## src/hw/audio_pkg.sv

```systemverilog
`default_nettype none

package audio_pkg;

	localparam int AUDIO_W    = 16; // One channel sample.
	localparam int SAMPLE_W   = 2 * AUDIO_W; // Stereo word, left in the upper half.
	localparam int FIFO_DEPTH = 16; // Words per FIFO.
	localparam int FIFO_AW    = 4; // FIFO pointer width.
	localparam int ADDR_W     = 3; // Host word address.
	localparam int BIT_CNT_W  = 5; // Counts 0 to AUDIO_W bits in one half.

	// Host register map.
	typedef enum logic [ADDR_W-1:0] {
		REG_DAC_LEFT  = 3'd0, // Left sample latch.
		REG_DAC_RIGHT = 3'd1, // Right sample, pushes the pair.
		REG_ADC_LEFT  = 3'd2, // Left half of the head word, pops.
		REG_ADC_RIGHT = 3'd3, // Right half saved by the last pop.
		REG_CMD       = 3'd4, // Bit 0 clears both FIFOs.
		REG_STATUS    = 3'd5 // Bit 0 DAC full, bit 1 ADC empty.
	} reg_addr_e;

	// Half-frame being shifted, coded as the lrc level.
	typedef enum logic {
		CHAN_RIGHT = 1'b0,
		CHAN_LEFT  = 1'b1
	} chan_e;

endpackage

`default_nettype wire

```

## src/hw/sample_fifo.sv

```systemverilog
`timescale 1ns/1ps
`default_nettype none

module sample_fifo import audio_pkg::*; (
	input  wire                clk,
	input  wire                rst_n,
	input  wire                clear, // Synchronous flush.
	input  wire                push,
	input  wire [SAMPLE_W-1:0] push_data,
	input  wire                pop,
	output logic [SAMPLE_W-1:0] head, // Oldest word, valid when not empty.
	output logic               full,
	output logic               empty
);

	logic [SAMPLE_W-1:0] mem [FIFO_DEPTH]; // Storage array.
	logic [FIFO_AW-1:0]  wr_ptr; // Next free slot.
	logic [FIFO_AW-1:0]  rd_ptr; // Oldest word.
	logic [FIFO_AW:0]    count; // Occupancy, 0 to FIFO_DEPTH.
	logic                do_push;
	logic                do_pop;

	assign full  = (count == (FIFO_AW+1)'(FIFO_DEPTH));
	assign empty = (count == '0);

	assign do_push = push && !full; // Dropped when full.
	assign do_pop  = pop && !empty; // Ignored when empty.

	assign head = mem[rd_ptr];

	always_ff @(posedge clk) begin
		if (do_push) begin
			mem[wr_ptr] <= push_data;
		end
	end

	// Pointers wrap naturally at the depth.
	always_ff @(posedge clk or negedge rst_n) begin
		if (!rst_n) begin
			wr_ptr <= '0;
			rd_ptr <= '0;
			count  <= '0;
		end else if (clear) begin
			wr_ptr <= '0; // Flush in one cycle.
			rd_ptr <= '0;
			count  <= '0;
		end else begin
			if (do_push) begin
				wr_ptr <= wr_ptr + 1'b1;
			end
			if (do_pop) begin
				rd_ptr <= rd_ptr + 1'b1;
			end
			case ({do_push, do_pop})
				2'b10: count <= count + 1'b1;
				2'b01: count <= count - 1'b1;
				default: count <= count; // Both or neither.
			endcase
		end
	end

endmodule

`default_nettype wire

```

## src/hw/audio_dac.sv

```systemverilog
`timescale 1ns/1ps
`default_nettype none

module audio_dac import audio_pkg::*; (
	input  wire                clk,
	input  wire                rst_n,
	input  wire                clear,
	input  wire                push, // Stereo word from the host.
	input  wire [SAMPLE_W-1:0] word,
	output logic               full,
	input  wire                bclk, // Codec bit clock.
	input  wire                lrc, // High for left.
	output logic               dacdat
);

	logic [1:0]           bclk_sync; // Two-flop synchronizer.
	logic [1:0]           lrc_sync;
	logic                 bclk_d; // Edge register.
	logic                 lrc_d;
	logic                 bclk_fall;
	logic                 lrc_rise;
	logic                 lrc_fall;
	logic                 fifo_pop;
	logic [SAMPLE_W-1:0]  fifo_head;
	logic                 fifo_empty;
	logic [AUDIO_W-1:0]   left_word; // Head left half or silence.
	logic [AUDIO_W-1:0]   right_save; // Right half of the popped word.
	logic [AUDIO_W-1:0]   load_word;
	logic [AUDIO_W-1:0]   shift_q;
	logic [BIT_CNT_W-1:0] bits_left; // Bits still to send in this half.
	chan_e                chan;

	sample_fifo u_fifo (
		.clk       (clk),
		.rst_n     (rst_n),
		.clear     (clear),
		.push      (push),
		.push_data (word),
		.pop       (fifo_pop),
		.head      (fifo_head),
		.full      (full),
		.empty     (fifo_empty)
	);

	always_ff @(posedge clk or negedge rst_n) begin
		if (!rst_n) begin
			bclk_sync <= '0;
			lrc_sync  <= '0;
			bclk_d    <= 1'b0;
			lrc_d     <= 1'b0;
		end else begin
			bclk_sync <= {bclk_sync[0], bclk};
			lrc_sync  <= {lrc_sync[0], lrc};
			bclk_d    <= bclk_sync[1];
			lrc_d     <= lrc_sync[1];
		end
	end

	assign bclk_fall = bclk_d && !bclk_sync[1];
	assign lrc_rise  = !lrc_d && lrc_sync[1]; // Start of a frame.
	assign lrc_fall  = lrc_d && !lrc_sync[1];

	assign fifo_pop  = lrc_rise && !fifo_empty; // Underrun sends zeros.
	assign left_word = fifo_empty ? '0 : fifo_head[SAMPLE_W-1 -: AUDIO_W];

	// Right half only follows a left half that was loaded.
	always_comb begin
		if (lrc_rise) begin
			load_word = left_word;
		end else if (chan == CHAN_LEFT) begin
			load_word = right_save;
		end else begin
			load_word = '0;
		end
	end

	always_ff @(posedge clk) begin
		if (lrc_rise) begin
			right_save <= fifo_empty ? '0 : fifo_head[AUDIO_W-1:0];
		end
	end

	// Serializer, MSB first, next bit after each bclk fall.
	always_ff @(posedge clk or negedge rst_n) begin
		if (!rst_n) begin
			chan      <= CHAN_RIGHT;
			dacdat    <= 1'b0;
			shift_q   <= '0;
			bits_left <= '0;
		end else if (lrc_rise || lrc_fall) begin
			chan      <= lrc_rise ? CHAN_LEFT : CHAN_RIGHT;
			dacdat    <= load_word[AUDIO_W-1]; // MSB right after lrc edge.
			shift_q   <= {load_word[AUDIO_W-2:0], 1'b0};
			bits_left <= BIT_CNT_W'(AUDIO_W - 1);
		end else if (bclk_fall) begin
			if (bits_left != '0) begin
				dacdat    <= shift_q[AUDIO_W-1];
				shift_q   <= {shift_q[AUDIO_W-2:0], 1'b0};
				bits_left <= bits_left - 1'b1;
			end else begin
				dacdat <= 1'b0; // Pad to the next lrc edge.
			end
		end
	end

endmodule

`default_nettype wire

```

## src/hw/audio_adc.sv

```systemverilog
`timescale 1ns/1ps
`default_nettype none

module audio_adc import audio_pkg::*; (
	input  wire                clk,
	input  wire                rst_n,
	input  wire                clear,
	input  wire                pop, // Host takes the head word.
	output logic [SAMPLE_W-1:0] word, // FIFO head.
	output logic               empty,
	input  wire                bclk,
	input  wire                lrc, // High for left.
	input  wire                adcdat
);

	logic [1:0]           bclk_sync;
	logic [1:0]           lrc_sync;
	logic [1:0]           dat_sync; // Same delay as bclk.
	logic                 bclk_d;
	logic                 lrc_d;
	logic                 bclk_rise;
	logic                 lrc_rise;
	logic                 lrc_fall;
	logic                 half_done; // All AUDIO_W bits taken.
	logic                 shift_en;
	logic [AUDIO_W-1:0]   shift_q;
	logic [AUDIO_W-1:0]   left_hold; // Completed left half.
	logic [BIT_CNT_W-1:0] bit_cnt;
	logic                 left_ok; // Left half was complete.
	chan_e                chan;
	logic                 fifo_push;
	logic [SAMPLE_W-1:0]  push_word;
	logic                 fifo_full;

	always_ff @(posedge clk or negedge rst_n) begin
		if (!rst_n) begin
			bclk_sync <= '0;
			lrc_sync  <= '0;
			dat_sync  <= '0;
			bclk_d    <= 1'b0;
			lrc_d     <= 1'b0;
		end else begin
			bclk_sync <= {bclk_sync[0], bclk};
			lrc_sync  <= {lrc_sync[0], lrc};
			dat_sync  <= {dat_sync[0], adcdat};
			bclk_d    <= bclk_sync[1];
			lrc_d     <= lrc_sync[1];
		end
	end

	assign bclk_rise = !bclk_d && bclk_sync[1]; // Sample point.
	assign lrc_rise  = !lrc_d && lrc_sync[1];
	assign lrc_fall  = lrc_d && !lrc_sync[1];
	assign half_done = (bit_cnt == BIT_CNT_W'(AUDIO_W));
	assign shift_en  = bclk_rise && !half_done && !lrc_rise && !lrc_fall;

	// Frame control and push request.
	always_ff @(posedge clk or negedge rst_n) begin
		if (!rst_n) begin
			chan      <= CHAN_RIGHT;
			bit_cnt   <= '0;
			left_ok   <= 1'b0;
			fifo_push <= 1'b0;
		end else if (clear) begin
			chan      <= CHAN_RIGHT; // Wait for a fresh frame.
			bit_cnt   <= '0;
			left_ok   <= 1'b0;
			fifo_push <= 1'b0;
		end else begin
			fifo_push <= 1'b0;
			if (lrc_rise) begin
				fifo_push <= left_ok && (chan == CHAN_RIGHT) && half_done;
				chan      <= CHAN_LEFT;
				bit_cnt   <= '0;
				left_ok   <= 1'b0;
			end else if (lrc_fall) begin
				left_ok <= (chan == CHAN_LEFT) && half_done;
				chan    <= CHAN_RIGHT;
				bit_cnt <= '0;
			end else if (shift_en) begin
				bit_cnt <= bit_cnt + 1'b1;
			end
		end
	end

	// Deserializer data path.
	always_ff @(posedge clk) begin
		if (shift_en) begin
			shift_q <= {shift_q[AUDIO_W-2:0], dat_sync[1]};
		end
		if (lrc_fall) begin
			left_hold <= shift_q;
		end
		if (lrc_rise) begin
			push_word <= {left_hold, shift_q}; // Left in the upper half.
		end
	end

	sample_fifo u_fifo (
		.clk       (clk),
		.rst_n     (rst_n),
		.clear     (clear),
		.push      (fifo_push && !fifo_full), // Frame dropped when full.
		.push_data (push_word),
		.pop       (pop),
		.head      (word),
		.full      (fifo_full),
		.empty     (empty)
	);

endmodule

`default_nettype wire

```

## src/hw/audio_if.sv

```systemverilog
`timescale 1ns/1ps
`default_nettype none

module audio_if import audio_pkg::*; (
	input  wire               clk,
	input  wire               rst_n,
	input  wire [ADDR_W-1:0]  address,
	input  wire               read, // One-cycle strobe.
	input  wire               write, // One-cycle strobe.
	input  wire [AUDIO_W-1:0] writedata,
	output logic [AUDIO_W-1:0] readdata, // Valid the cycle after read.
	input  wire               bclk,
	input  wire               daclrc,
	input  wire               adclrc,
	input  wire               adcdat,
	output logic              dacdat
);

	reg_addr_e           reg_sel;
	logic [AUDIO_W-1:0]  dac_left; // Left sample awaiting its pair.
	logic [AUDIO_W-1:0]  adc_right; // Right half of the last popped word.
	logic [AUDIO_W-1:0]  rd_mux;
	logic                fifo_clear;
	logic                dac_push;
	logic [SAMPLE_W-1:0] dac_word;
	logic                dac_full;
	logic                adc_pop;
	logic [SAMPLE_W-1:0] adc_word;
	logic                adc_empty;

	assign reg_sel = reg_addr_e'(address);

	// Writing the right sample pushes the pair, dropped when full.
	assign dac_push = write && (reg_sel == REG_DAC_RIGHT) && !dac_full;
	assign dac_word = {dac_left, writedata};

	// Left read pops the head word.
	assign adc_pop = read && (reg_sel == REG_ADC_LEFT) && !adc_empty;

	// Single-cycle clear pulse.
	always_ff @(posedge clk or negedge rst_n) begin
		if (!rst_n) begin
			fifo_clear <= 1'b0;
		end else begin
			fifo_clear <= write && (reg_sel == REG_CMD) && writedata[0] && !fifo_clear;
		end
	end

	always_ff @(posedge clk or negedge rst_n) begin
		if (!rst_n) begin
			dac_left <= '0;
		end else if (fifo_clear) begin
			dac_left <= '0;
		end else if (write && (reg_sel == REG_DAC_LEFT)) begin
			dac_left <= writedata;
		end
	end

	always_ff @(posedge clk or negedge rst_n) begin
		if (!rst_n) begin
			adc_right <= '0;
		end else if (fifo_clear) begin
			adc_right <= '0;
		end else if (adc_pop) begin
			adc_right <= adc_word[AUDIO_W-1:0]; // Kept for the right read.
		end
	end

	// Read decode, unmapped addresses return zero.
	always_comb begin
		rd_mux = '0;
		case (reg_sel)
			REG_ADC_LEFT: begin
				if (!adc_empty) begin
					rd_mux = adc_word[SAMPLE_W-1 -: AUDIO_W];
				end
			end
			REG_ADC_RIGHT: rd_mux = adc_right;
			REG_STATUS: rd_mux = {{(AUDIO_W-2){1'b0}}, adc_empty, dac_full};
			default: rd_mux = '0; // DAC and CMD are write-only.
		endcase
	end

	// Holds until the next read.
	always_ff @(posedge clk or negedge rst_n) begin
		if (!rst_n) begin
			readdata <= '0;
		end else if (read) begin
			readdata <= rd_mux;
		end
	end

	audio_dac u_dac (
		.clk    (clk),
		.rst_n  (rst_n),
		.clear  (fifo_clear),
		.push   (dac_push),
		.word   (dac_word),
		.full   (dac_full),
		.bclk   (bclk),
		.lrc    (daclrc),
		.dacdat (dacdat)
	);

	audio_adc u_adc (
		.clk    (clk),
		.rst_n  (rst_n),
		.clear  (fifo_clear),
		.pop    (adc_pop),
		.word   (adc_word),
		.empty  (adc_empty),
		.bclk   (bclk),
		.lrc    (adclrc),
		.adcdat (adcdat)
	);

endmodule

`default_nettype wire

```

## config.mk

```make
export PLATFORM = sky130hd
export DESIGN_NAME = audio_if
export DESIGN_NICKNAME = d
export VERILOG_FILES = /design/src/hw/audio_pkg.sv /design/src/hw/sample_fifo.sv /design/src/hw/audio_dac.sv /design/src/hw/audio_adc.sv /design/src/hw/audio_if.sv
export SDC_FILE = /design/constraint.sdc
export NUM_CORES = 1
export LEC_CHECK = 0
export ABC_AREA = 0
export BUFFER_PORTS_ARGS = -buffer_cell sky130_fd_sc_hd__clkbuf_2
export CORE_UTILIZATION = 50
export CTS_BUF_LIST = sky130_fd_sc_hd__clkbuf_4 sky130_fd_sc_hd__clkbuf_8
export DETAILED_ROUTE_END_ITERATION = 6
export PLACE_DENSITY = 0.62
export SYNTH_ARGS = -nofsm -noshare
export SYNTH_HDL_FRONTEND = slang
export SYNTH_HIERARCHICAL = 1
export SYNTH_SLANG_ARGS = --single-unit
export TNS_END_PERCENT = 10
```

## constraint.sdc

```tcl
create_clock -name clk -period 8.7 [get_ports clk]
set_input_delay 0.435 -clock clk [delete_from_list [all_inputs] [get_ports clk]]
set_output_delay 0.435 -clock clk [all_outputs]
set_load 0.01 [all_outputs]
```

==> results.py, run 1 <==
metrics = {
    "placed_design": {
        "dpl-instance-area_um2": 48900,
        "dpl.hpwl_mm": 54.5,
        "place_ws_ns": 5.21,
        "place_congestion": 0.762,
        "numPortBuffers": 43,
    },
    "sta": {
        "tightestPinTransition_ns": 1.33,
        "setup_viol": 0,
        "setup_ws_ns": 5.15,
        "timing.slew.headroom_pct": 11.5,
        "final-hold-violation-count": 0,
        "post-route-min-period_ns": 3.55,
        "max_freq_mhz": 282,
        "finClkSkew_ns": 0.0379,
        "timing.hold.ws_ns": 0.0644,
        "fin_setup_tns_ns": 0,
        "rsz0062_at_grt": "no",
        "maxSlewViolCount": 0,
        "layout_worst_path_cycle_share_pct": 40.8,
    },
    "pwr": {
        "leakagePower_nw": 17.1,
        "switching_power_w": 0.00318,
        "p_clk_share_pct": 36.0,
        "ir_drop_v": 0.000194,
        "cellInternalPower_w": 0.0100,
        "pwr-share-comb_pct": 11.9,
        "p_total_w": 0.0132,
        "switching_share_pct": 24.1,
        "power.density_nw_per_um2": 249,
        "p_seq_share_pct": 52.1,
    },
    "route": {
        "drt-pass1-iter-count": 7,
        "drt_iter0_drc": 2186,
        "routed_via_density": 6.02,
        "ant_nets": 0,
        "num_vias": 22500,
        "wirelength_mm": 105,
        "wire_per_inst_um": 28.2,
        "drc": 0,
    },
    "setup_path": {
        "start_kind": "flip-flop",
        "cp_data_required_time_ns": 9.18,
        "end_kind": "flip-flop",
        "critPathKind": "flip-flop to flip-flop",
        "path_max_fanout": 26,
        "arrival_ns": 4.03,
    },
    "yosys": {
        "syn_avg_cell_area_um2": 22.2,
        "synth-main-ff-cell": "edfxtp_1",
        "async_flop_share_pct": 9.73,
        "netlist_area_um2": 47100,
        "ys_seq_area_share_pct": 76.8,
        "syn-num-nets": 2165,
        "synth_cells": 2120,
        "yosysWarnings": 6,
        "synth-edff-count": 1104,
        "synth_cell_types": 63,
        "ys_ff_latch": 1223,
    },
    "final_layout": {
        "final_common_cell": "edfxtp_1",
        "num-fill-cells": 6900,
        "drive_gt1_share_pct": 32.4,
        "fin_nets": 2366,
        "area_growth_pct": 12.6,
        "final_cell_mix": "1104 x edfxtp_1, 320 x mux4_2, 204 x clkbuf_8, 111 x dfrtp_1, 75 x clkbuf_4",
        "stdcell_area_um2": 53000,
    },
    "global_route": {
        "track_usage_pct": 22.7,
        "grt_max_degree": 87,
        "antenna_found_initial": 6,
        "first_global_vias": 23400,
        "grt_pass1_wl_mm": 154,
        "overflow": 0,
    },
    "die": {
        "io_pins": 44,
        "die_x_um": 309,
        "core_area_um2": 93300,
        "rows": 112,
        "die-area_um2": 95400,
        "die_h_um": 309,
        "start_util_pct": 50.4,
    },
    "clocking": {
        "clock_sinks": 1223,
        "postCtsHoldBufs": 22,
        "cts_buffers": 191,
        "post_cts_buffers": 0,
        "cts_tree": "done",
        "htree_num_levels": 4,
        "clk_path_buf_depth": 3,
        "cts.repair.resized": 0,
        "clkTransAtPathRegs_ns": 0.06,
        "root_buffer": "clkbuf_8",
        "insertion_delay_ns": 0.88,
    },
    "min_path": {
        "hp-class": "input pin to flip-flop",
    },
    "flow_run": {
        "cap_violations": 0,
    },
    "status": {
        "status": "finished clean",
    },
}
-- cell usage after synthesis (9+ instances only) --
cell,number,share of area [%]
a21oi_1,18,0.19
a22o_1,31,0.58
a22oi_1,32,0.51
buf_1,17,0.14
buf_2,18,0.19
buf_6,27,0.65
clkbuf_1,52,0.41
dfrtp_1,119,6.3
edfxtp_1,1104,70
ha_1,18,0.48
inv_1,34,0.27
mux4_2,320,15
nand2_1,42,0.33
nand2b_1,26,0.35
nand3_1,17,0.18
nand4b_1,15,0.28
nor2_1,55,0.44
nor2b_1,24,0.32
nor3_1,13,0.14
o21ai_0,10,0.11
o22ai_1,15,0.20
o311a_1,15,0.32
xnor2_1,9,0.17
xor2_1,10,0.19
-- flip-flops by register name, indices dropped and copies added, names as in the netlist, 2 cells and up --
register             cells
u_adc/dat_sync           2
u_dac/u_fifo/count       5
u_adc/left_hold         16
u_adc/bit_cnt            5
u_dac/u_fifo/mem       512
u_dac/shift_q           15
dac_left                16
readdata                16
u_dac/u_fifo/rd_ptr      4
u_adc/bclk_sync          2
u_dac/bits_left          5
u_adc/u_fifo/mem       512
u_adc/u_fifo/rd_ptr      4
u_dac/bclk_sync          2
u_dac/lrc_sync           2
u_adc/push_word         32
u_adc/u_fifo/wr_ptr      4
u_dac/right_save        16
u_adc/lrc_sync           2
adc_right               16
u_adc/u_fifo/count       5
u_dac/u_fifo/wr_ptr      4
u_adc/shift_q           16
-- kinds of logic (layout without fill, tap and decap cells) --
| family | count (synthesis) | after routing | synth area share (%) |
|---|---|---|---|
| flip-flops | 1223 | 1223 | 76.8 |
| multiplexers | 324 | 324 | 15.4 |
| AND/OR/NAND/NOR | 227 | 227 | 2.70 |
| AO/OA/AOI/OAI | 156 | 156 | 2.58 |
| buffers and inverters | 153 | 514 | 1.72 |
| XOR/XNOR | 19 | 19 | 0.354 |
| adder cells (fa/ha/maj) | 18 | 18 | 0.478 |
| other | 0 | 4 | 0 |
-- routing by layer --
metal	vias up	GRT usage, %	part of all wire [%]
li1	9333	-	-
met1	12200	33.2	43
met2	836	34.5	48
met3	134	5.03	7.5
met4	8	6.70	1.8
met5	-	0	0.040
-- worst max-delay path, cell delays in order, from the launching register on --
cell and delay, ns:
dfrtp_1 0.52, nor4_2 0.14, and2_1 0.20, nor4b_1 0.29, buf_4 0.21, a21boi_2 0.42, nand2_1 0.37, nor2_4 0.42
buf_4 0.56
-- metrics by stage --
stage | std cells | utilization (%)
after floorplan | 2120 | -
after CTS | 3735 | 56.8
after global placement | 3360 | 52.4
after detailed placement | 3360 | 52.4
final | 3739 | 56.8
after global routing | 3739 | 56.8
-- cell type report --
| class | count | area (µm²) | area share, % |
|---|---|---|---|
| flip-flops and latches | 1223 | 36100 | 68.2 |
| multi-input cells | 744 | 10400 | 19.6 |
| clock buffers | 279 | 3370 | 6.36 |
| well taps | 1254 | 1570 | 2.96 |
| repair buffers | 126 | 925 | 1.75 |
| clock inverters | 74 | 453 | 0.855 |
| inverters | 35 | 131 | 0.248 |
| diodes | 4 | 10.0 | 0.0189 |
-- power by group through the flow --
stage,sequential [W],combinational (W),clock (W)
finish,0.00688,0.00157,0.00476
global route,0.00692,0.00168,0.00512
CTS,0.00689,0.00159,0.00487
detailed placement,0.00701,0.00158,0
global placement,0.00700,0.00156,0
floorplan,0.00680,0.00138,0
-- final timing paths --
path / from / endpoint / slack [ns] / cells past startpoint
max reg2reg: u_dac/u_fifo/count[1]$_DFFE_PN0P_ / u_dac/u_fifo/mem[11][27]$_DFFE_PP_ / 5.15 / 8
min: writedata[10] / u_dac/u_fifo/mem[9][10]$_DFFE_PP_ / 0.06 / 1
max in group asynchronous: rst_n / u_adc/u_fifo/rd_ptr[1]$_DFFE_PN0P_ / 6.99 / 3
min reg2reg: u_adc/bclk_sync[0]$_DFF_PN0_ / u_adc/bclk_sync[1]$_DFF_PN0_ / 0.36 / 0
min in group asynchronous: rst_n / dac_left[2]$_DFFE_PN0P_ / 0.22 / 2
max: u_dac/u_fifo/count[1]$_DFFE_PN0P_ / u_dac/u_fifo/mem[11][27]$_DFFE_PP_ / 5.15 / 8
Power figures use the tool's default switching activity.
==> run 2: changes to the inputs <==
Clock period 8.7 ns to 3.3 ns, I/O delays scaled along.
==> results.py, run 2 (synthesis results as in run 1) <==
metrics = {
    "sta": {
        "setup_viol": 0,
        "timing.hold.ws_ns": 0.106,
        "layout_worst_path_cycle_share_pct": 95.2,
        "max_freq_mhz": 318,
        "final-hold-violation-count": 0,
        "finClkSkew_ns": 0.0371,
        "maxSlewViolCount": 0,
        "post-route-min-period_ns": 3.14,
        "setup_ws_ns": 0.159,
        "timing.slew.headroom_pct": 33.8,
        "tightestPinTransition_ns": 0.994,
    },
    "die": {
        "core_area_um2": 93300,
        "start_util_pct": 50.4,
        "die-area_um2": 95400,
        "die_h_um": 309,
        "die_x_um": 309,
        "io_pins": 44,
        "rows": 112,
    },
    "pwr": {
        "power.density_nw_per_um2": 655,
        "ir_drop_v": 0.000442,
        "p_total_w": 0.0354,
        "leakagePower_nw": 17.5,
    },
    "setup_path": {
        "cp_data_required_time_ns": 4.05,
        "critPathKind": "flip-flop to flip-flop",
        "path_max_fanout": 10,
        "arrival_ns": 3.90,
        "crit_start": "u_adc/u_fifo/count[1]$_DFFE_PN0P_",
        "r2r-start": "u_adc/u_fifo/count[1]$_DFFE_PN0P_",
        "start_kind": "flip-flop",
        "end_kind": "flip-flop",
    },
    "final_layout": {
        "fin_nets": 2429,
        "multiInputGateArea_um2": 10400,
        "stdcell_area_um2": 54000,
        "final_common_cell": "edfxtp_1",
        "instances_no_fill": 3798,
        "num-fill-cells": 6843,
        "regArea_um2": 36100,
        "area_growth_pct": 14.8,
        "drive_gt1_share_pct": 34.1,
        "largestRegisters": "u_adc/u_fifo/mem x512, u_dac/u_fifo/mem x512, u_adc/push_word x32",
        "final_cell_mix": "1104 x edfxtp_1, 320 x mux4_2, 214 x clkbuf_8, 111 x dfrtp_1, 83 x buf_4",
    },
    "clocking": {
        "cts_buffers": 188,
        "clock_sinks": 1223,
        "clk_path_buf_depth": 3,
        "post_cts_buffers": 0,
        "cts_tree": "done",
        "clkTransAtPathRegs_ns": 0.06,
        "root_buffer": "clkbuf_8",
        "insertion_delay_ns": 0.87,
        "htree_num_levels": 4,
    },
    "placed_design": {
        "numPortBuffers": 43,
        "place_congestion": 0.763,
        "placed_cells": 3414,
        "dpl-instance-area_um2": 49700,
        "dpl.hpwl_mm": 58.7,
        "place_ws_ns": 0.149,
    },
    "route": {
        "wire_per_inst_um": 27.8,
        "num_vias": 22700,
        "drt_iter0_drc": 2234,
        "routed_via_density": 5.97,
        "drt-pass1-iter-count": 5,
        "ant_nets": 0,
        "wirelength_mm": 106,
        "drc": 0,
    },
    "min_path": {
        "min_from": "bclk",
        "hp-class": "input pin to flip-flop",
    },
    "status": {
        "status": "finished clean",
    },
    "global_route": {
        "grt_max_degree": 71,
        "antenna_found_initial": 5,
        "track_usage_pct": 22.8,
        "first_global_vias": 23500,
        "grt_pass1_wl_mm": 155,
        "overflow": 0,
    },
    "flow_run": {
        "cap_violations": 0,
    },
}
run 2: cell count changes in the layout (fill, tap and decap cells not counted), moves of 10 or more:
cell           delta
buf_12           +30
buf_4            +24
clkbuf_8         +10
clkinv_1         -14
dlygate4sd3_1    +11
run 2: worst paths after layout:
check / endpoint / slack (ns) / depth (start not counted)
setup reg to reg: u_adc/u_fifo/count[4]$_DFFE_PN0P_ / 0.16 / 12
min in group asynchronous: adc_right[7]$_DFFE_PN0P_ / 0.49 / 4
hold reg to reg: u_adc/lrc_sync[1]$_DFF_PN0_ / 0.35 / 0
setup / recovery: u_adc/u_fifo/count[4]$_DFFE_PN0P_ / 0.16 / 12
hold / removal: u_dac/bclk_sync[0]$_DFF_PN0_ / 0.11 / 2
max in group asynchronous: u_adc/u_fifo/rd_ptr[1]$_DFFE_PN0P_ / 2.34 / 4
run 2: critical path, stage by stage, from the launching register on:
cell	delay (ns)
dfrtp_1	0.54
nor4_4	0.11
nand2b_1	0.18
inv_1	0.13
nor4b_4	0.27
and2_1	0.38
o211ai_2	0.23
xnor2_1	0.19
ha_1	0.25
o31ai_1	0.25
o21ai_0	0.18
o211a_1	0.17
nor3_1	0.17
run 2: metrics by stage:
step	setup TNS [ns]	util, %
after CTS	0	57.9
after floorplan	-238.83	-
after global routing	-0.0490	57.9
after detailed placement	0	53.3
final	0	57.9
after global placement	0	53.3
run 2: layer usage:
metal  up-vias  GRT usage, %  wire [µm]
met4         6          5.80       1540
met1     12300          34.6      47300
met3       133          4.49       7250
met5         -             0         40
li1       9457             -          -
met2       838          34.2      49500
run 2: area by class of cell:
type                            count  area share (%)
Timing Repair Buffer              192            3.41
Antenna cell                        1         0.00463
Tap cell                         1254            2.90
Sequential cell                  1223            66.9
Multi-Input combinational cell    744            19.3
Clock buffer                      287            6.47
Clock inverter                     62           0.774
Inverter                           35           0.243
run 2: repair_timing:
action,in CTS,in global routing
hold endpoints to repair,407,0
endpoints found under the setup margin,0,1
resized for setup,0,1
hold buffers,34,0
run 2: power by group:
part | total, W | switching [W] | internal (W)
combinational | 0.00461 | 0.00210 | 0.00251
sequential | 0.0180 | 0.000579 | 0.0174
clock | 0.0128 | 0.00582 | 0.00697
==> run 3: changes to the inputs <==
Clock period 3.3 ns to 2.9 ns, I/O delays scaled along.
==> results.py, run 3 (synthesis results as in run 1) <==
metrics = {
    "status": {
        "status": "finished clean",
    },
    "route": {
        "wire_per_inst_um": 27.7,
        "num_vias": 22800,
        "drt-pass1-iter-count": 6,
        "routed_via_density": 5.97,
        "wirelength_mm": 106,
        "drt_iter0_drc": 2157,
        "drc": 0,
        "ant_nets": 0,
    },
    "clocking": {
        "clkTransAtPathRegs_ns": 0.06,
        "cts_buffers": 188,
        "root_buffer": "clkbuf_8",
        "clock_sinks": 1223,
        "clk_path_buf_depth": 3,
        "cts_tree": "done",
        "insertion_delay_ns": 0.86,
        "htree_num_levels": 4,
    },
    "setup_path": {
        "ff2ff_path_depth": 11,
        "start_kind": "flip-flop",
        "critPathKind": "flip-flop to flip-flop",
        "path_max_fanout": 8,
        "arrival_ns": 3.46,
        "end_kind": "flip-flop",
        "reg2reg_setup_slack_ns": 0.14,
        "rr_endpoint": "u_dac/u_fifo/count[4]$_DFFE_PN0P_",
        "r2r-start": "u_dac/u_fifo/count[1]$_DFFE_PN0P_",
        "cp_data_required_time_ns": 3.59,
    },
    "die": {
        "rows": 112,
        "core_area_um2": 93300,
        "die-area_um2": 95400,
        "die_h_um": 309,
        "io_pins": 44,
        "die_x_um": 309,
        "start_util_pct": 50.4,
    },
    "global_route": {
        "overflow": 0,
        "track_usage_pct": 22.8,
        "grt_pass1_wl_mm": 157,
        "antenna_found_initial": 3,
        "grt_max_degree": 77,
        "first_global_vias": 23700,
    },
    "pwr": {
        "leakagePower_nw": 17.7,
        "ir_drop_v": 0.000502,
        "power.density_nw_per_um2": 747,
    },
    "min_path": {
        "holdPathStages": 2,
        "hp-class": "input pin to flip-flop",
        "min_to": "u_adc/bclk_sync[0]$_DFF_PN0_",
        "min_from": "bclk",
    },
    "final_layout": {
        "largestRegisters": "u_adc/u_fifo/mem x512, u_dac/u_fifo/mem x512, u_adc/push_word x32",
        "regArea_um2": 36200,
        "finish.utilization_pct": 58.2,
        "fin_nets": 2444,
        "stdcell_area_um2": 54300,
        "area_growth_pct": 15.4,
        "multiInputGateArea_um2": 10500,
        "drive_gt1_share_pct": 34.7,
        "final_cell_mix": "1104 x edfxtp_1, 320 x mux4_2, 201 x clkbuf_8, 109 x dfrtp_1, 90 x buf_4",
        "final_common_cell": "edfxtp_1",
        "num-fill-cells": 6786,
    },
    "sta": {
        "max_freq_mhz": 362,
        "finClkSkew_ns": 0.0268,
        "post-route-min-period_ns": 2.76,
        "setup_viol": 0,
        "rsz0062_at_grt": "yes",
        "layout_worst_path_cycle_share_pct": 95.2,
        "maxSlewViolCount": 0,
        "fin_setup_tns_ns": 0,
        "tightestPinTransition_ns": 0.920,
        "timing.slew.headroom_pct": 38.7,
        "timing.hold.ws_ns": 0.137,
        "setup_ws_ns": 0.138,
        "final-hold-violation-count": 0,
    },
    "placed_design": {
        "numPortBuffers": 43,
        "place_ws_ns": 0.0594,
        "place_congestion": 0.801,
        "dpl-instance-area_um2": 50000,
        "dpl.hpwl_mm": 61.7,
    },
    "flow_run": {
        "cap_violations": 0,
    },
}
-- run 3: area by class of cell --
class                   instances  area share, %
flip-flops and latches       1223           66.6
multi-input cells             744           19.3
clock buffers                 285           6.25
repair buffers                207           3.80
well taps                    1254           2.89
clock inverters                63          0.938
inverters                      35          0.242
diodes                          2        0.00921
-- run 3: worst max path at each step --
stage                     cells past startpoint                                end  slack (ns)                               from
final                                        11  u_dac/u_fifo/count[4]$_DFFE_PN0P_        0.14  u_dac/u_fifo/count[1]$_DFFE_PN0P_
after global routing                         11  u_dac/u_fifo/count[4]$_DFFE_PN0P_       -0.06  u_dac/u_fifo/count[1]$_DFFE_PN0P_
after CTS                                     7  u_dac/u_fifo/mem[3][18]$_DFFE_PP_        0.03  u_dac/u_fifo/count[1]$_DFFE_PN0P_
after detailed placement                      7  u_dac/u_fifo/mem[3][21]$_DFFE_PP_        0.06  u_dac/u_fifo/count[1]$_DFFE_PN0P_
after global placement                        7  u_dac/u_fifo/mem[3][21]$_DFFE_PP_        0.13  u_dac/u_fifo/count[1]$_DFFE_PN0P_
after floorplan                               8  u_adc/u_fifo/mem[15][0]$_DFFE_PP_       -0.49  u_adc/u_fifo/count[2]$_DFFE_PN0P_
-- run 3: timing repair --
item,4_1_cts,5_1_grt
endpoints found under the hold margin,415,0
resized for setup,0,4
endpoints found under the setup margin,0,78
hold buffers,33,0
setup buffers,0,1
-- run 3: where the power goes --
part | internal [W] | total (W) | switching [W]
clock | 0.00813 | 0.0146 | 0.00649
combinational | 0.00288 | 0.00553 | 0.00265
sequential | 0.0198 | 0.0204 | 0.000632
total | 0.0308 | 0.0406 | 0.00977
-- run 3: metrics by stage --
stage | instances | power, W
2_1_floorplan | 2120 | 0.0246
5_1_grt | 3812 | 0.0421
3_3_place_gp | 3429 | 0.0263
6_report | 3813 | 0.0406
3_5_place_dp | 3429 | 0.0264
4_1_cts | 3810 | 0.0410
-- run 3: critical path, stage by stage, from the launching register on --
cell and delay [ns]:
dfrtp_1 0.48, nor4_2 0.34, and2_1 0.24, nor4b_4 0.08, o41ai_1 0.11, o211ai_2 0.24, xnor2_1 0.28, ha_1 0.29
o31ai_1 0.09, o21ai_1 0.23, o211a_1 0.20, nor3_1 0.05
-- run 3: metal layers --
layer	GRT usage, %	wire [µm]	vias up
met1	34.0	45800	12300
met3	4.75	7920	125
met4	5.49	1540	0
li1	-	-	9475
met2	35.0	50300	897
met5	0	0	-
